[src/emib_pkg.sv]
// Shared widths, RAM map, object codes and engine states; imported by every EMIB module
package emib_pkg;

	//**************************************************************************
	// Widths and basic types
	//**************************************************************************
	localparam int ADDR_W    = 6;                 // RAM address bits
	localparam int RAM_DEPTH = 64;                // Parameter words
	localparam int WORD_W    = 16;                // RAM word bits

	typedef logic [ADDR_W-1:0] addr_t;
	typedef logic [WORD_W-1:0] word_t;
	typedef logic [ADDR_W-1:0] len_t;             // Object length in words

	//**************************************************************************
	// Object dictionary
	//**************************************************************************
	typedef enum logic [15:0]
	{
		OBJ_DEVICE = 16'd1,
		OBJ_TIMING = 16'd2
	} obj_id_e;

	// Device object sub-indices
	localparam logic [15:0] SUB_NODE_IP     = 16'd1;
	localparam logic [15:0] SUB_NODE_MAC    = 16'd2;
	localparam logic [15:0] SUB_DEV_TYPE    = 16'd3;
	localparam logic [15:0] SUB_DEV_STATE   = 16'd4;

	// Timing object sub-indices
	localparam logic [15:0] SUB_MACRO_CYCLE = 16'd1;
	localparam logic [15:0] SUB_SEND_TIME   = 16'd2;
	localparam logic [15:0] SUB_CFG_STATUS  = 16'd14;

	// Field placement, MS word first
	localparam addr_t NODE_IP_ADDR      = 6'd0;
	localparam len_t  NODE_IP_LEN       = 6'd2;
	localparam addr_t NODE_MAC_ADDR     = 6'd2;
	localparam len_t  NODE_MAC_LEN      = 6'd3;
	localparam addr_t DEV_TYPE_ADDR     = 6'd5;
	localparam len_t  DEV_TYPE_LEN      = 6'd1;
	localparam addr_t DEV_STATE_ADDR    = 6'd6;
	localparam len_t  DEV_STATE_LEN     = 6'd1;
	localparam addr_t MACRO_CYCLE_ADDR  = 6'd8;
	localparam len_t  MACRO_CYCLE_LEN   = 6'd2;
	localparam addr_t SEND_TIME_ADDR    = 6'd10;
	localparam len_t  SEND_TIME_LEN     = 6'd2;
	localparam addr_t CFG_STATUS_ADDR   = 6'd52;
	localparam len_t  CFG_STATUS_LEN    = 6'd1;

	localparam word_t CFG_DONE_CODE     = 16'd2;  // Flash image marked configured
	localparam addr_t IDENT_BASE        = 6'd0;   // Node identity block start
	localparam len_t  IDENT_LEN         = 6'd7;   // IP, MAC, type, state

	//**************************************************************************
	// Engine states
	//**************************************************************************
	typedef enum logic [0:0] {WR_IDLE, WR_DATA} wr_state_e;
	typedef enum logic [1:0] {RD_IDLE, RD_FETCH, RD_WAIT, RD_HOLD} rd_state_e;
	typedef enum logic [1:0] {LD_IDLE, LD_FETCH, LD_WAIT, LD_STORE} ld_state_e;

endpackage

[src/common_loader.sv]
// Tracks the configured flag and loads node identity fields from RAM after the flash image load
module common_loader
(
	input  logic            i_clk,
	input  logic            i_rst_n,
	input  logic            i_flash_wr_en,    // Snooped flash writes
	input  emib_pkg::addr_t i_flash_waddr,
	input  emib_pkg::word_t i_flash_data,
	input  logic            i_read_flash_done,
	input  logic            i_gnt,
	input  emib_pkg::word_t i_ram_q,
	output logic            o_req,
	output emib_pkg::addr_t o_addr,
	output logic [31:0]     o_local_node_ip,
	output logic [47:0]     o_local_node_mac,
	output emib_pkg::word_t o_device_type,
	output emib_pkg::word_t o_device_state,
	output logic            o_common_rd_done
);

	import emib_pkg::*;

	localparam int SR_W = IDENT_LEN * WORD_W; // Whole identity block

	ld_state_e        state;
	len_t             cnt;                    // Words fetched so far
	logic             config_valid;           // Sticky until reset
	logic [SR_W-1:0]  ident_sr;               // MS word ends up on top

	assign o_req = (state == LD_FETCH);

	always_ff @(posedge i_clk or negedge i_rst_n)
	begin
		if (!i_rst_n)
			config_valid <= 1'b0;
		else if (i_flash_wr_en && i_flash_waddr == CFG_STATUS_ADDR &&
			i_flash_data == CFG_DONE_CODE)
			config_valid <= 1'b1;
	end

	// Identity words shift in as they arrive
	always_ff @(posedge i_clk)
	begin
		if (state == LD_WAIT)
			ident_sr <= {ident_sr[SR_W-WORD_W-1:0], i_ram_q};
	end

	//**************************************************************************
	// Load sequence
	//**************************************************************************
	always_ff @(posedge i_clk or negedge i_rst_n)
	begin
		if (!i_rst_n)
		begin
			state            <= LD_IDLE;
			cnt              <= '0;
			o_addr           <= '0;
			o_local_node_ip  <= '0;
			o_local_node_mac <= '0;
			o_device_type    <= '0;
			o_device_state   <= '0;
			o_common_rd_done <= 1'b0;
		end
		else
		begin
			o_common_rd_done <= 1'b0;
			case (state)
				LD_IDLE:
				begin
					if (i_read_flash_done && config_valid)  // Unconfigured image ignored
					begin
						o_addr <= IDENT_BASE;
						cnt    <= '0;
						state  <= LD_FETCH;
					end
				end
				LD_FETCH:
					if (i_gnt)
						state <= LD_WAIT;
				LD_WAIT:
				begin
					cnt    <= cnt + 1'b1;
					o_addr <= o_addr + 1'b1;
					state  <= (cnt + 1'b1 == IDENT_LEN) ? LD_STORE : LD_FETCH;
				end
				LD_STORE:
				begin
					o_local_node_ip  <= ident_sr[111:80];  // Words 0 and 1
					o_local_node_mac <= ident_sr[79:32];   // Words 2 to 4
					o_device_type    <= ident_sr[31:16];
					o_device_state   <= ident_sr[15:0];
					o_common_rd_done <= 1'b1;
					state            <= LD_IDLE;
				end
				default:
					state <= LD_IDLE;
			endcase
		end
	end

endmodule

[src/emib_ram.sv]
// Parameter RAM with one write port and one registered read port, mapped onto block RAM
module emib_ram
(
	input  logic            i_clk,
	input  logic            i_we,
	input  emib_pkg::addr_t i_waddr,
	input  emib_pkg::word_t i_wdata,
	input  logic            i_re,
	input  emib_pkg::addr_t i_raddr,
	output emib_pkg::word_t o_q               // Valid one cycle after i_re
);

	import emib_pkg::*;

	word_t mem [RAM_DEPTH];

	always_ff @(posedge i_clk)
	begin
		if (i_we)
			mem[i_waddr] <= i_wdata;
		if (i_re)
			o_q <= mem[i_raddr];              // Old data on a same-address write
	end

endmodule

[src/emib_top.sv]
// EMIB top level joining the decoder, engines, arbiter and RAM to the host and flash pins
module emib_top
(
	input  logic              i_clk,
	input  logic              i_rst_n,
	input  emib_pkg::obj_id_e i_dobjid,
	input  logic [15:0]       i_subidx,
	input  logic              i_wr_en,
	input  emib_pkg::word_t   i_mm_data,
	input  logic              i_rd_en,
	input  logic              i_rd_rsp_en,
	output emib_pkg::addr_t   o_base_addr,
	output emib_pkg::word_t   o_mm_data,
	output logic              o_rd_valid,
	output emib_pkg::len_t    o_mm_data_len,
	output logic              o_write_done,
	output logic              o_write_error,
	output logic              o_read_done,
	output logic              o_read_error,
	input  logic              i_flash_wr_en,
	input  emib_pkg::addr_t   i_flash_waddr,
	input  emib_pkg::word_t   i_flash_data,
	input  logic              i_flash_rd_en,
	input  emib_pkg::addr_t   i_flash_raddr,
	output emib_pkg::word_t   o_flash_data,
	input  logic              i_read_flash_done,
	output logic [31:0]       o_local_node_ip,
	output logic [47:0]       o_local_node_mac,
	output emib_pkg::word_t   o_device_type,
	output emib_pkg::word_t   o_device_state,
	output logic              o_common_rd_done
);

	import emib_pkg::*;

	len_t  od_len;
	logic  od_error;
	logic  wr_req, wr_gnt, rd_req, rd_gnt, ld_req, ld_gnt;
	addr_t wr_addr, rd_addr, ld_addr;
	word_t wr_data;
	logic  ram_we, ram_re;
	addr_t ram_waddr, ram_raddr;
	word_t ram_wdata, ram_q;

	//**************************************************************************
	// Decoder and peers
	//**************************************************************************
	od_decode u_od (.i_dobjid(i_dobjid), .i_subidx(i_subidx), .o_base(o_base_addr),
		.o_len(od_len), .o_error(od_error));

	mm_write u_wr (.i_clk(i_clk), .i_rst_n(i_rst_n), .i_wr_en(i_wr_en), .i_mm_data(i_mm_data),
		.i_base(o_base_addr), .i_len(od_len), .i_od_error(od_error), .i_gnt(wr_gnt),
		.o_req(wr_req), .o_addr(wr_addr), .o_data(wr_data), .o_write_done(o_write_done),
		.o_write_error(o_write_error));

	mm_read u_rd (.i_clk(i_clk), .i_rst_n(i_rst_n), .i_rd_en(i_rd_en),
		.i_rd_rsp_en(i_rd_rsp_en), .i_base(o_base_addr), .i_len(od_len),
		.i_od_error(od_error), .i_gnt(rd_gnt), .i_ram_q(ram_q), .o_req(rd_req),
		.o_addr(rd_addr), .o_mm_data(o_mm_data), .o_rd_valid(o_rd_valid),
		.o_mm_data_len(o_mm_data_len), .o_read_done(o_read_done),
		.o_read_error(o_read_error));

	common_loader u_ld (.i_clk(i_clk), .i_rst_n(i_rst_n), .i_flash_wr_en(i_flash_wr_en),
		.i_flash_waddr(i_flash_waddr), .i_flash_data(i_flash_data),
		.i_read_flash_done(i_read_flash_done), .i_gnt(ld_gnt), .i_ram_q(ram_q),
		.o_req(ld_req), .o_addr(ld_addr), .o_local_node_ip(o_local_node_ip),
		.o_local_node_mac(o_local_node_mac), .o_device_type(o_device_type),
		.o_device_state(o_device_state), .o_common_rd_done(o_common_rd_done));

	//**************************************************************************
	// Shared RAM behind the arbiter
	//**************************************************************************
	ram_arbiter u_arb (.i_clk(i_clk), .i_rst_n(i_rst_n), .i_flash_wr_en(i_flash_wr_en),
		.i_flash_waddr(i_flash_waddr), .i_flash_data(i_flash_data),
		.i_flash_rd_en(i_flash_rd_en), .i_flash_raddr(i_flash_raddr), .i_wr_req(wr_req),
		.i_wr_addr(wr_addr), .i_wr_data(wr_data), .i_rd_req(rd_req), .i_rd_addr(rd_addr),
		.i_ld_req(ld_req), .i_ld_addr(ld_addr), .o_wr_gnt(wr_gnt), .o_rd_gnt(rd_gnt),
		.o_ld_gnt(ld_gnt), .o_ram_we(ram_we), .o_ram_waddr(ram_waddr),
		.o_ram_wdata(ram_wdata), .o_ram_re(ram_re), .o_ram_raddr(ram_raddr),
		.i_ram_q(ram_q), .o_flash_data(o_flash_data));

	emib_ram u_ram (.i_clk(i_clk), .i_we(ram_we), .i_waddr(ram_waddr), .i_wdata(ram_wdata),
		.i_re(ram_re), .i_raddr(ram_raddr), .o_q(ram_q));

endmodule

[src/mm_read.sv]
// MM read engine that fetches an object word by word and holds each for the host acknowledge
module mm_read
(
	input  logic            i_clk,
	input  logic            i_rst_n,
	input  logic            i_rd_en,          // Starts one object read
	input  logic            i_rd_rsp_en,      // Host takes the held word
	input  emib_pkg::addr_t i_base,
	input  emib_pkg::len_t  i_len,
	input  logic            i_od_error,
	input  logic            i_gnt,
	input  emib_pkg::word_t i_ram_q,
	output logic            o_req,
	output emib_pkg::addr_t o_addr,
	output emib_pkg::word_t o_mm_data,
	output logic            o_rd_valid,       // Word present on o_mm_data
	output emib_pkg::len_t  o_mm_data_len,
	output logic            o_read_done,
	output logic            o_read_error
);

	import emib_pkg::*;

	rd_state_e state;
	len_t      cnt;                           // Words already acknowledged

	assign o_req = (state == RD_FETCH);

	always_ff @(posedge i_clk or negedge i_rst_n)
	begin
		if (!i_rst_n)
		begin
			state         <= RD_IDLE;
			cnt           <= '0;
			o_addr        <= '0;
			o_mm_data     <= '0;
			o_rd_valid    <= 1'b0;
			o_mm_data_len <= '0;
			o_read_done   <= 1'b0;
			o_read_error  <= 1'b0;
		end
		else
		begin
			o_read_done  <= 1'b0;
			o_read_error <= 1'b0;
			case (state)
				RD_IDLE:
				begin
					if (i_rd_en && i_od_error)
						o_read_error <= 1'b1;
					else if (i_rd_en)
					begin
						o_mm_data_len <= i_len;
						o_addr        <= i_base;
						cnt           <= '0;
						state         <= RD_FETCH;
					end
				end
				RD_FETCH:
					if (i_gnt)
						state <= RD_WAIT;     // RAM returns data next cycle
				RD_WAIT:
				begin
					o_mm_data  <= i_ram_q;
					o_rd_valid <= 1'b1;
					state      <= RD_HOLD;
				end
				RD_HOLD:
				begin
					if (i_rd_rsp_en)          // Stall here until the host acknowledges
					begin
						o_rd_valid <= 1'b0;
						cnt        <= cnt + 1'b1;
						o_addr     <= o_addr + 1'b1;
						if (cnt + 1'b1 == o_mm_data_len)
						begin
							o_read_done <= 1'b1;
							state       <= RD_IDLE;
						end
						else
							state <= RD_FETCH;
					end
				end
				default:
					state <= RD_IDLE;
			endcase
		end
	end

endmodule

[src/mm_write.sv]
// MM write engine that takes host words of one object and requests RAM writes word by word
module mm_write
(
	input  logic            i_clk,
	input  logic            i_rst_n,
	input  logic            i_wr_en,          // One strobe per host word
	input  emib_pkg::word_t i_mm_data,
	input  emib_pkg::addr_t i_base,
	input  emib_pkg::len_t  i_len,
	input  logic            i_od_error,
	input  logic            i_gnt,
	output logic            o_req,            // Held until granted
	output emib_pkg::addr_t o_addr,
	output emib_pkg::word_t o_data,
	output logic            o_write_done,
	output logic            o_write_error
);

	import emib_pkg::*;

	wr_state_e state;
	len_t      cnt;                           // Words already granted

	always_ff @(posedge i_clk or negedge i_rst_n)
	begin
		if (!i_rst_n)
		begin
			state         <= WR_IDLE;
			cnt           <= '0;
			o_req         <= 1'b0;
			o_addr        <= '0;
			o_data        <= '0;
			o_write_done  <= 1'b0;
			o_write_error <= 1'b0;
		end
		else
		begin
			o_write_done  <= 1'b0;            // Pulses last one cycle
			o_write_error <= 1'b0;
			if (i_wr_en && !o_req)
				o_data <= i_mm_data;          // Strobes during a pending request dropped
			case (state)
				WR_IDLE:
				begin
					if (i_wr_en && i_od_error)
						o_write_error <= 1'b1;
					else if (i_wr_en)
					begin
						o_addr <= i_base;
						cnt    <= '0;
						o_req  <= 1'b1;
						state  <= WR_DATA;
					end
				end
				WR_DATA:
				begin
					if (o_req && i_gnt)
					begin
						o_req  <= 1'b0;
						o_addr <= o_addr + 1'b1;  // Next word of the field
						cnt    <= cnt + 1'b1;
						if (cnt + 1'b1 == i_len)
						begin
							o_write_done <= 1'b1;
							state        <= WR_IDLE;
						end
					end
					else if (i_wr_en && !o_req)
						o_req <= 1'b1;
				end
				default:
					state <= WR_IDLE;
			endcase
		end
	end

endmodule

[src/od_decode.sv]
// Combinational object-dictionary lookup giving base address, length and error to the engines
module od_decode
(
	input  emib_pkg::obj_id_e i_dobjid,       // Held by host for the access
	input  logic [15:0]       i_subidx,
	output emib_pkg::addr_t   o_base,         // First word of the field
	output emib_pkg::len_t    o_len,          // Field length in words
	output logic              o_error         // Unknown object or sub-index
);

	import emib_pkg::*;

	always_comb
	begin
		o_base  = '0;                         // Zero when nothing matches
		o_len   = '0;
		o_error = 1'b0;
		case (i_dobjid)
			OBJ_DEVICE:
			begin
				case (i_subidx)
					SUB_NODE_IP:     {o_base, o_len} = {NODE_IP_ADDR, NODE_IP_LEN};
					SUB_NODE_MAC:    {o_base, o_len} = {NODE_MAC_ADDR, NODE_MAC_LEN};
					SUB_DEV_TYPE:    {o_base, o_len} = {DEV_TYPE_ADDR, DEV_TYPE_LEN};
					SUB_DEV_STATE:   {o_base, o_len} = {DEV_STATE_ADDR, DEV_STATE_LEN};
					default:         o_error = 1'b1;
				endcase
			end
			OBJ_TIMING:
			begin
				case (i_subidx)
					SUB_MACRO_CYCLE: {o_base, o_len} = {MACRO_CYCLE_ADDR, MACRO_CYCLE_LEN};
					SUB_SEND_TIME:   {o_base, o_len} = {SEND_TIME_ADDR, SEND_TIME_LEN};
					SUB_CFG_STATUS:  {o_base, o_len} = {CFG_STATUS_ADDR, CFG_STATUS_LEN};
					default:         o_error = 1'b1;
				endcase
			end
			default:
				o_error = 1'b1;               // Object not in the dictionary
		endcase
	end

endmodule

[src/ram_arbiter.sv]
// Fixed-priority arbiter putting the flash port and the three engines onto the parameter RAM
module ram_arbiter
(
	input  logic            i_clk,
	input  logic            i_rst_n,
	input  logic            i_flash_wr_en,    // Top priority, never stalled
	input  emib_pkg::addr_t i_flash_waddr,
	input  emib_pkg::word_t i_flash_data,
	input  logic            i_flash_rd_en,
	input  emib_pkg::addr_t i_flash_raddr,
	input  logic            i_wr_req,         // MM write engine
	input  emib_pkg::addr_t i_wr_addr,
	input  emib_pkg::word_t i_wr_data,
	input  logic            i_rd_req,         // MM read engine
	input  emib_pkg::addr_t i_rd_addr,
	input  logic            i_ld_req,         // Common loader
	input  emib_pkg::addr_t i_ld_addr,
	output logic            o_wr_gnt,
	output logic            o_rd_gnt,
	output logic            o_ld_gnt,
	output logic            o_ram_we,
	output emib_pkg::addr_t o_ram_waddr,
	output emib_pkg::word_t o_ram_wdata,
	output logic            o_ram_re,
	output emib_pkg::addr_t o_ram_raddr,
	input  emib_pkg::word_t i_ram_q,
	output emib_pkg::word_t o_flash_data      // Two cycles behind the strobe
);

	logic flash_busy;                         // Flash owns this cycle
	logic flash_rd_gnt;                       // Read dropped under a flash write
	logic flash_rd_d;                         // ram_q belongs to the flash next cycle

	assign flash_busy   = i_flash_wr_en | i_flash_rd_en;
	assign flash_rd_gnt = i_flash_rd_en & ~i_flash_wr_en;

	// Priority chain, same-cycle grants
	assign o_wr_gnt = i_wr_req & ~flash_busy;
	assign o_rd_gnt = i_rd_req & ~flash_busy & ~i_wr_req;
	assign o_ld_gnt = i_ld_req & ~flash_busy & ~i_wr_req & ~i_rd_req;

	assign o_ram_we    = i_flash_wr_en | o_wr_gnt;
	assign o_ram_waddr = i_flash_wr_en ? i_flash_waddr : i_wr_addr;
	assign o_ram_wdata = i_flash_wr_en ? i_flash_data : i_wr_data;
	assign o_ram_re    = flash_rd_gnt | o_rd_gnt | o_ld_gnt;
	assign o_ram_raddr = flash_rd_gnt ? i_flash_raddr :
		o_rd_gnt ? i_rd_addr : i_ld_addr;

	always_ff @(posedge i_clk or negedge i_rst_n)
	begin
		if (!i_rst_n)
		begin
			flash_rd_d   <= 1'b0;
			o_flash_data <= '0;
		end
		else
		begin
			flash_rd_d <= flash_rd_gnt;
			if (flash_rd_d)
				o_flash_data <= i_ram_q;      // Held until the next flash read
		end
	end

endmodule

[config.mk]
export PLATFORM = sky130hd
export DESIGN_NAME = emib_top
export DESIGN_NICKNAME = d
export VERILOG_FILES = /design/src/emib_pkg.sv /design/src/common_loader.sv /design/src/emib_ram.sv /design/src/emib_top.sv /design/src/mm_read.sv /design/src/mm_write.sv /design/src/od_decode.sv /design/src/ram_arbiter.sv
export SDC_FILE = /design/constraint.sdc
export NUM_CORES = 2
export LEC_CHECK = 0
export BUFFER_PORTS_ARGS = -buffer_cell sky130_fd_sc_hd__buf_4
export CORE_ASPECT_RATIO = 2
export CORE_MARGIN = 1
export CORE_UTILIZATION = 40
export DETAILED_ROUTE_END_ITERATION = 10
export HOLD_SLACK_MARGIN = 0.02
export PLACE_DENSITY = 0.64
export SYNTH_ARGS = -nofsm -noshare
export SYNTH_HDL_FRONTEND = slang
export SYNTH_SLANG_ARGS = --single-unit
[constraint.sdc]
create_clock -name i_clk -period 3.5 [get_ports i_clk]
set_clock_uncertainty 0.05 [all_clocks]
set_input_delay 0.175 -clock i_clk [delete_from_list [all_inputs] [get_ports i_clk]]
set_output_delay 0.175 -clock i_clk [all_outputs]
set_load 0.05 [all_outputs]
==> reports/summary.txt <==
Critical path's top delay family = compound AO/OA/AOI/OAI gates
Post-synth top flop = edfxtp_1
Slowest cell on the critical path = o41ai_2
Hold/Removal Path Class = in -> reg
Tmin final = 3532 ps
Placer Congestion = 0.9441
Max Slew Vio Count = 0
Die X = 263.7 um
Final #Nets = 4280
Starting density of the core = 40.42%
DR pass1 iterations = 8
Sequential fraction of the synthesis area = 72.85%
Post-route cell area = 65760 sq um
WP buf/inv = 4
Worst Path Arrival = 3950 ps
Clk_lat worst skew = 740 ps
Global Route Usage Sum = 24.40%
Yosys top cell area share = 63.16%
Post-Syn Instances = 3665
Gr ovfl total = 0
Worst EP required = 3920 ps
Pin count of the biggest net entering global routing = 91
CP Launch Point = u_rd.state[0]$_DFFE_PN0P_
Max-slew headroom = 14.66%
Synth area leader = edfxtp_1
Fill cells = 11.45k
Initial antenna violation count = 6
Layout cells sized above 1 = 25.51%
Number of routed nets with antenna violations = 0
Rows = 191
CP max FO = 37
Tightest Pin Transition = 1280 ps
Die height = 525.3 um
Synth unique cells = 86
Startpoint types = flop
HP Start = i_flash_waddr[2]
Area growth from synthesis to layout = 20.07%
Synth warnings = 0
Mean Syn Cell Area = 14.94 sq um
Final wirelength = 170900 um
Crit path largest cell delay = 470 ps
Vias per cell = 5.855
Worst-path cell chain = ha_4 > nor4b_4 > o21ai_4 > buf_12 > nand2_8 > buf_12 > buf_4 > a211oi_1 > a311oi_2 > o41ai_2 > buf_4 > o32ai_1
Clock sinks = 1364
DP HPWL = 116300 um
I/O Buffers = 241
Mapped cell area = 54770 sq um
Hold Violations, Final = 0
Reg clk slew, reported paths = 70 ps
VDD IR max = 0.4108 mV
Dominant cells by area after synthesis = edfxtp_1 (63%), dfrtp_1 (9.7%), mux2_2 (4.1%), a211oi_1 (3.3%), nand2_1 (3.1%)
CTS Buf Count = 108
Overall power = 33.27 mW
MaxCap Viol Count = 0
CTS tree = yes
Residual DRC count = 0
Vias in the first global route = 35.73k
Root buffer cell = clkbuf_16
Core ar. = 135500 sq um
Slack of the critical path = -32.03 ps
Setup violators final = 1
EDFF count, synth = 1152
Non-filler cells, final = 6015
Pwr per Cell Area = 505.9 nW/um^2
Die area = 138500 sq um
H-tree levels = 3
Worst r2r src = u_rd.state[0]$_DFFE_PN0P_
Failing checks = negative setup slack
First-pass GRT wire length = 246300 um
Maximum clock rate = 0.2831 GHz
DP Area = 61280 sq um
Worst Setup End Kind = flop
Dpl cells = 5771
Setup TNS = -32.03 ps
Flops & latches, synth = 1364
Longest Clk Path Bufs = 3
Async S/R FF share, synth = 15.54%
WS Path Type = reg -> reg
Via Count = 35.22k
Post-Route Utilization = 48.53%
Status = finished with violations
Detailed router's first-iteration violation count = 3287
WL/cell = 28.42 um
RSZ-0062 raised after global routing = true
Pleak = 24.58 nW
Period utilization = 100.9%
Ports = 246
## layer usage
layer,global-route usage (%),up-vias,wire length (um)
met3,3.992,470,9626
li1,-,15422,-
met5,0,-,38
met1,24.30,17930,55720
met2,44.40,1387,89350
met4,19.73,8,16210
## report_power, final
part | internal (mW) | leakage, nW | switching [mW]
Combinational | 0.860 | 9.20 | 1.76
Sequential | 17.8 | 13.6 | 0.116
Clock | 6.88 | 1.77 | 5.82
## timing repair
action | CTS | global route
hold buffers | 34 | 0
setup buffers | 1 | 5
cloned | 1 | 0
hold endpoints to repair | 257 | 0
pin swaps | 4 | 9
gates resized for setup | 40 | 28
endpoints found under the setup margin | 16 | 15
## cell families (layout without fill, tap and decap cells)
kind of cell | count (synthesis) | in the layout | share of synthesized area (%)
buf+inv | 300 | 908 | 2.401
xor+xnor | 14 | 14 | 0.2239
flops | 1364 | 1364 | 72.85
simple gates | 987 | 987 | 8.569
mux | 286 | 286 | 5.713
fa+ha+maj | 11 | 11 | 0.2513
other cells | 1 | 6 | 0.006847
compound gates | 702 | 702 | 9.990
## sequential cells by signal, summed over array words and instances, names as in the netlist, 2 cells and up
register,flops
u_arb.o_flash_data,16
u_ld.cnt,6
u_ld.ident_sr,112
u_ld.o_addr,6
u_ld.o_device_state,16
u_ld.o_device_type,16
u_ld.o_local_node_ip,32
u_ld.o_local_node_mac,48
u_ld.state,2
u_ram.mem,1024
u_ram.o_q,16
u_rd.cnt,6
u_rd.o_addr,6
u_rd.o_mm_data,16
u_rd.o_mm_data_len,2
u_rd.state,2
u_wr.cnt,6
u_wr.o_addr,6
u_wr.o_data,16
## worst reg2reg max path, delay by kind of cell (launching register included)
kind	cells	cell delay, ps
adders and majority gates	1	220
DFF	1	430
and+or+nand+nor	2	300
AOI/OAI and AO/OA	5	1330
buffers and inverters	4	940
## area by class of cell
type	count	area, sq um	area share (%)
timing repair buffer	673	5907	8.982
inverter	34	130.1	0.1979
sequential	1364	39900	60.67
clock inverter	62	659.4	1.003
antenna	2	5.005	0.007610
tap	1737	2173	3.305
multi-input combinational	2004	14000	21.29
clock buffer	139	2985	4.539
## cell usage after synthesis (all sizes together) (8+ instances only)
| cell | count |
|---|---|
| nand2 | 455 |
| o221ai | 16 |
| o31ai | 20 |
| a222oi | 17 |
| a22o | 8 |
| mux2 | 200 |
| o41ai | 16 |
| dfrtp | 212 |
| inv | 33 |
| mux2i | 86 |
| buf | 118 |
| nor2 | 132 |
| clkbuf | 148 |
| nor2b | 9 |
| a221oi | 18 |
| a32oi | 15 |
| nand3 | 66 |
| a211oi | 241 |
| nand2b | 12 |
| a31oi | 49 |
| a311oi | 125 |
| edfxtp | 1152 |
| and3 | 229 |
| a21oi | 33 |
| nor4 | 43 |
| o32ai | 17 |
| o21ai | 45 |
| ha | 11 |
| a2111oi | 32 |
## through the flow
stage                     worst slack, ps  hold slack [ps]
after floorplan                     677.2           -170.6
after global placement             -916.5            153.7
after detailed placement           -827.4            150.3
after CTS                           12.72            31.11
after global routing               -44.33            73.94
final                              -32.03            82.22
## cell usage in the layout (no fill, tap or decap), types with 7 or more instances in the layout
master,instances
edfxtp_1,1152
buf_4,579
nand2_1,451
a211oi_1,240
and3_1,229
dfrtp_1,210
mux2_2,199
nor2_1,123
a311oi_1,119
clkbuf_16,112
mux2i_1,85
nand3_1,66
buf_12,55
a31oi_1,44
o21ai_0,41
nor4_1,33
inv_1,33
dlygate4sd3_1,33
a21oi_1,31
a2111oi_0,23
o31ai_1,20
clkinv_2,20
a221oi_1,18
a222oi_1,17
clkbuf_1,17
o32ai_1,16
o221ai_1,14
nand2b_1,12
o41ai_1,12
bufinv_16,11
a32oi_1,10
ha_1,10
clkinvlp_4,10
clkinv_1,10
nor2b_1,9
xor2_1,7
o211ai_1,7
xnor2_1,7
clkbuf_8,7
## path summary, 6_finish.rpt
path | end | slack [ps] | depth (start not counted)
min reg2reg | u_ld.ident_sr[65]$_DFFE_PP_ | 390 | 0
max reg2reg | u_ram.o_q[3]$_DFFE_PP_ | -30 | 12
min in group asynchronous | u_ld.o_device_state[1]$_DFFE_PN0P_ | 450 | 3
max | u_ram.o_q[3]$_DFFE_PP_ | -30 | 12
max in group asynchronous | u_ld.o_addr[0]$_DFFE_PN0P_ | 2250 | 4
min | u_ram.mem[33][8]$_DFFE_PP_ | 80 | 5
(Power assumes the default switching activity.)
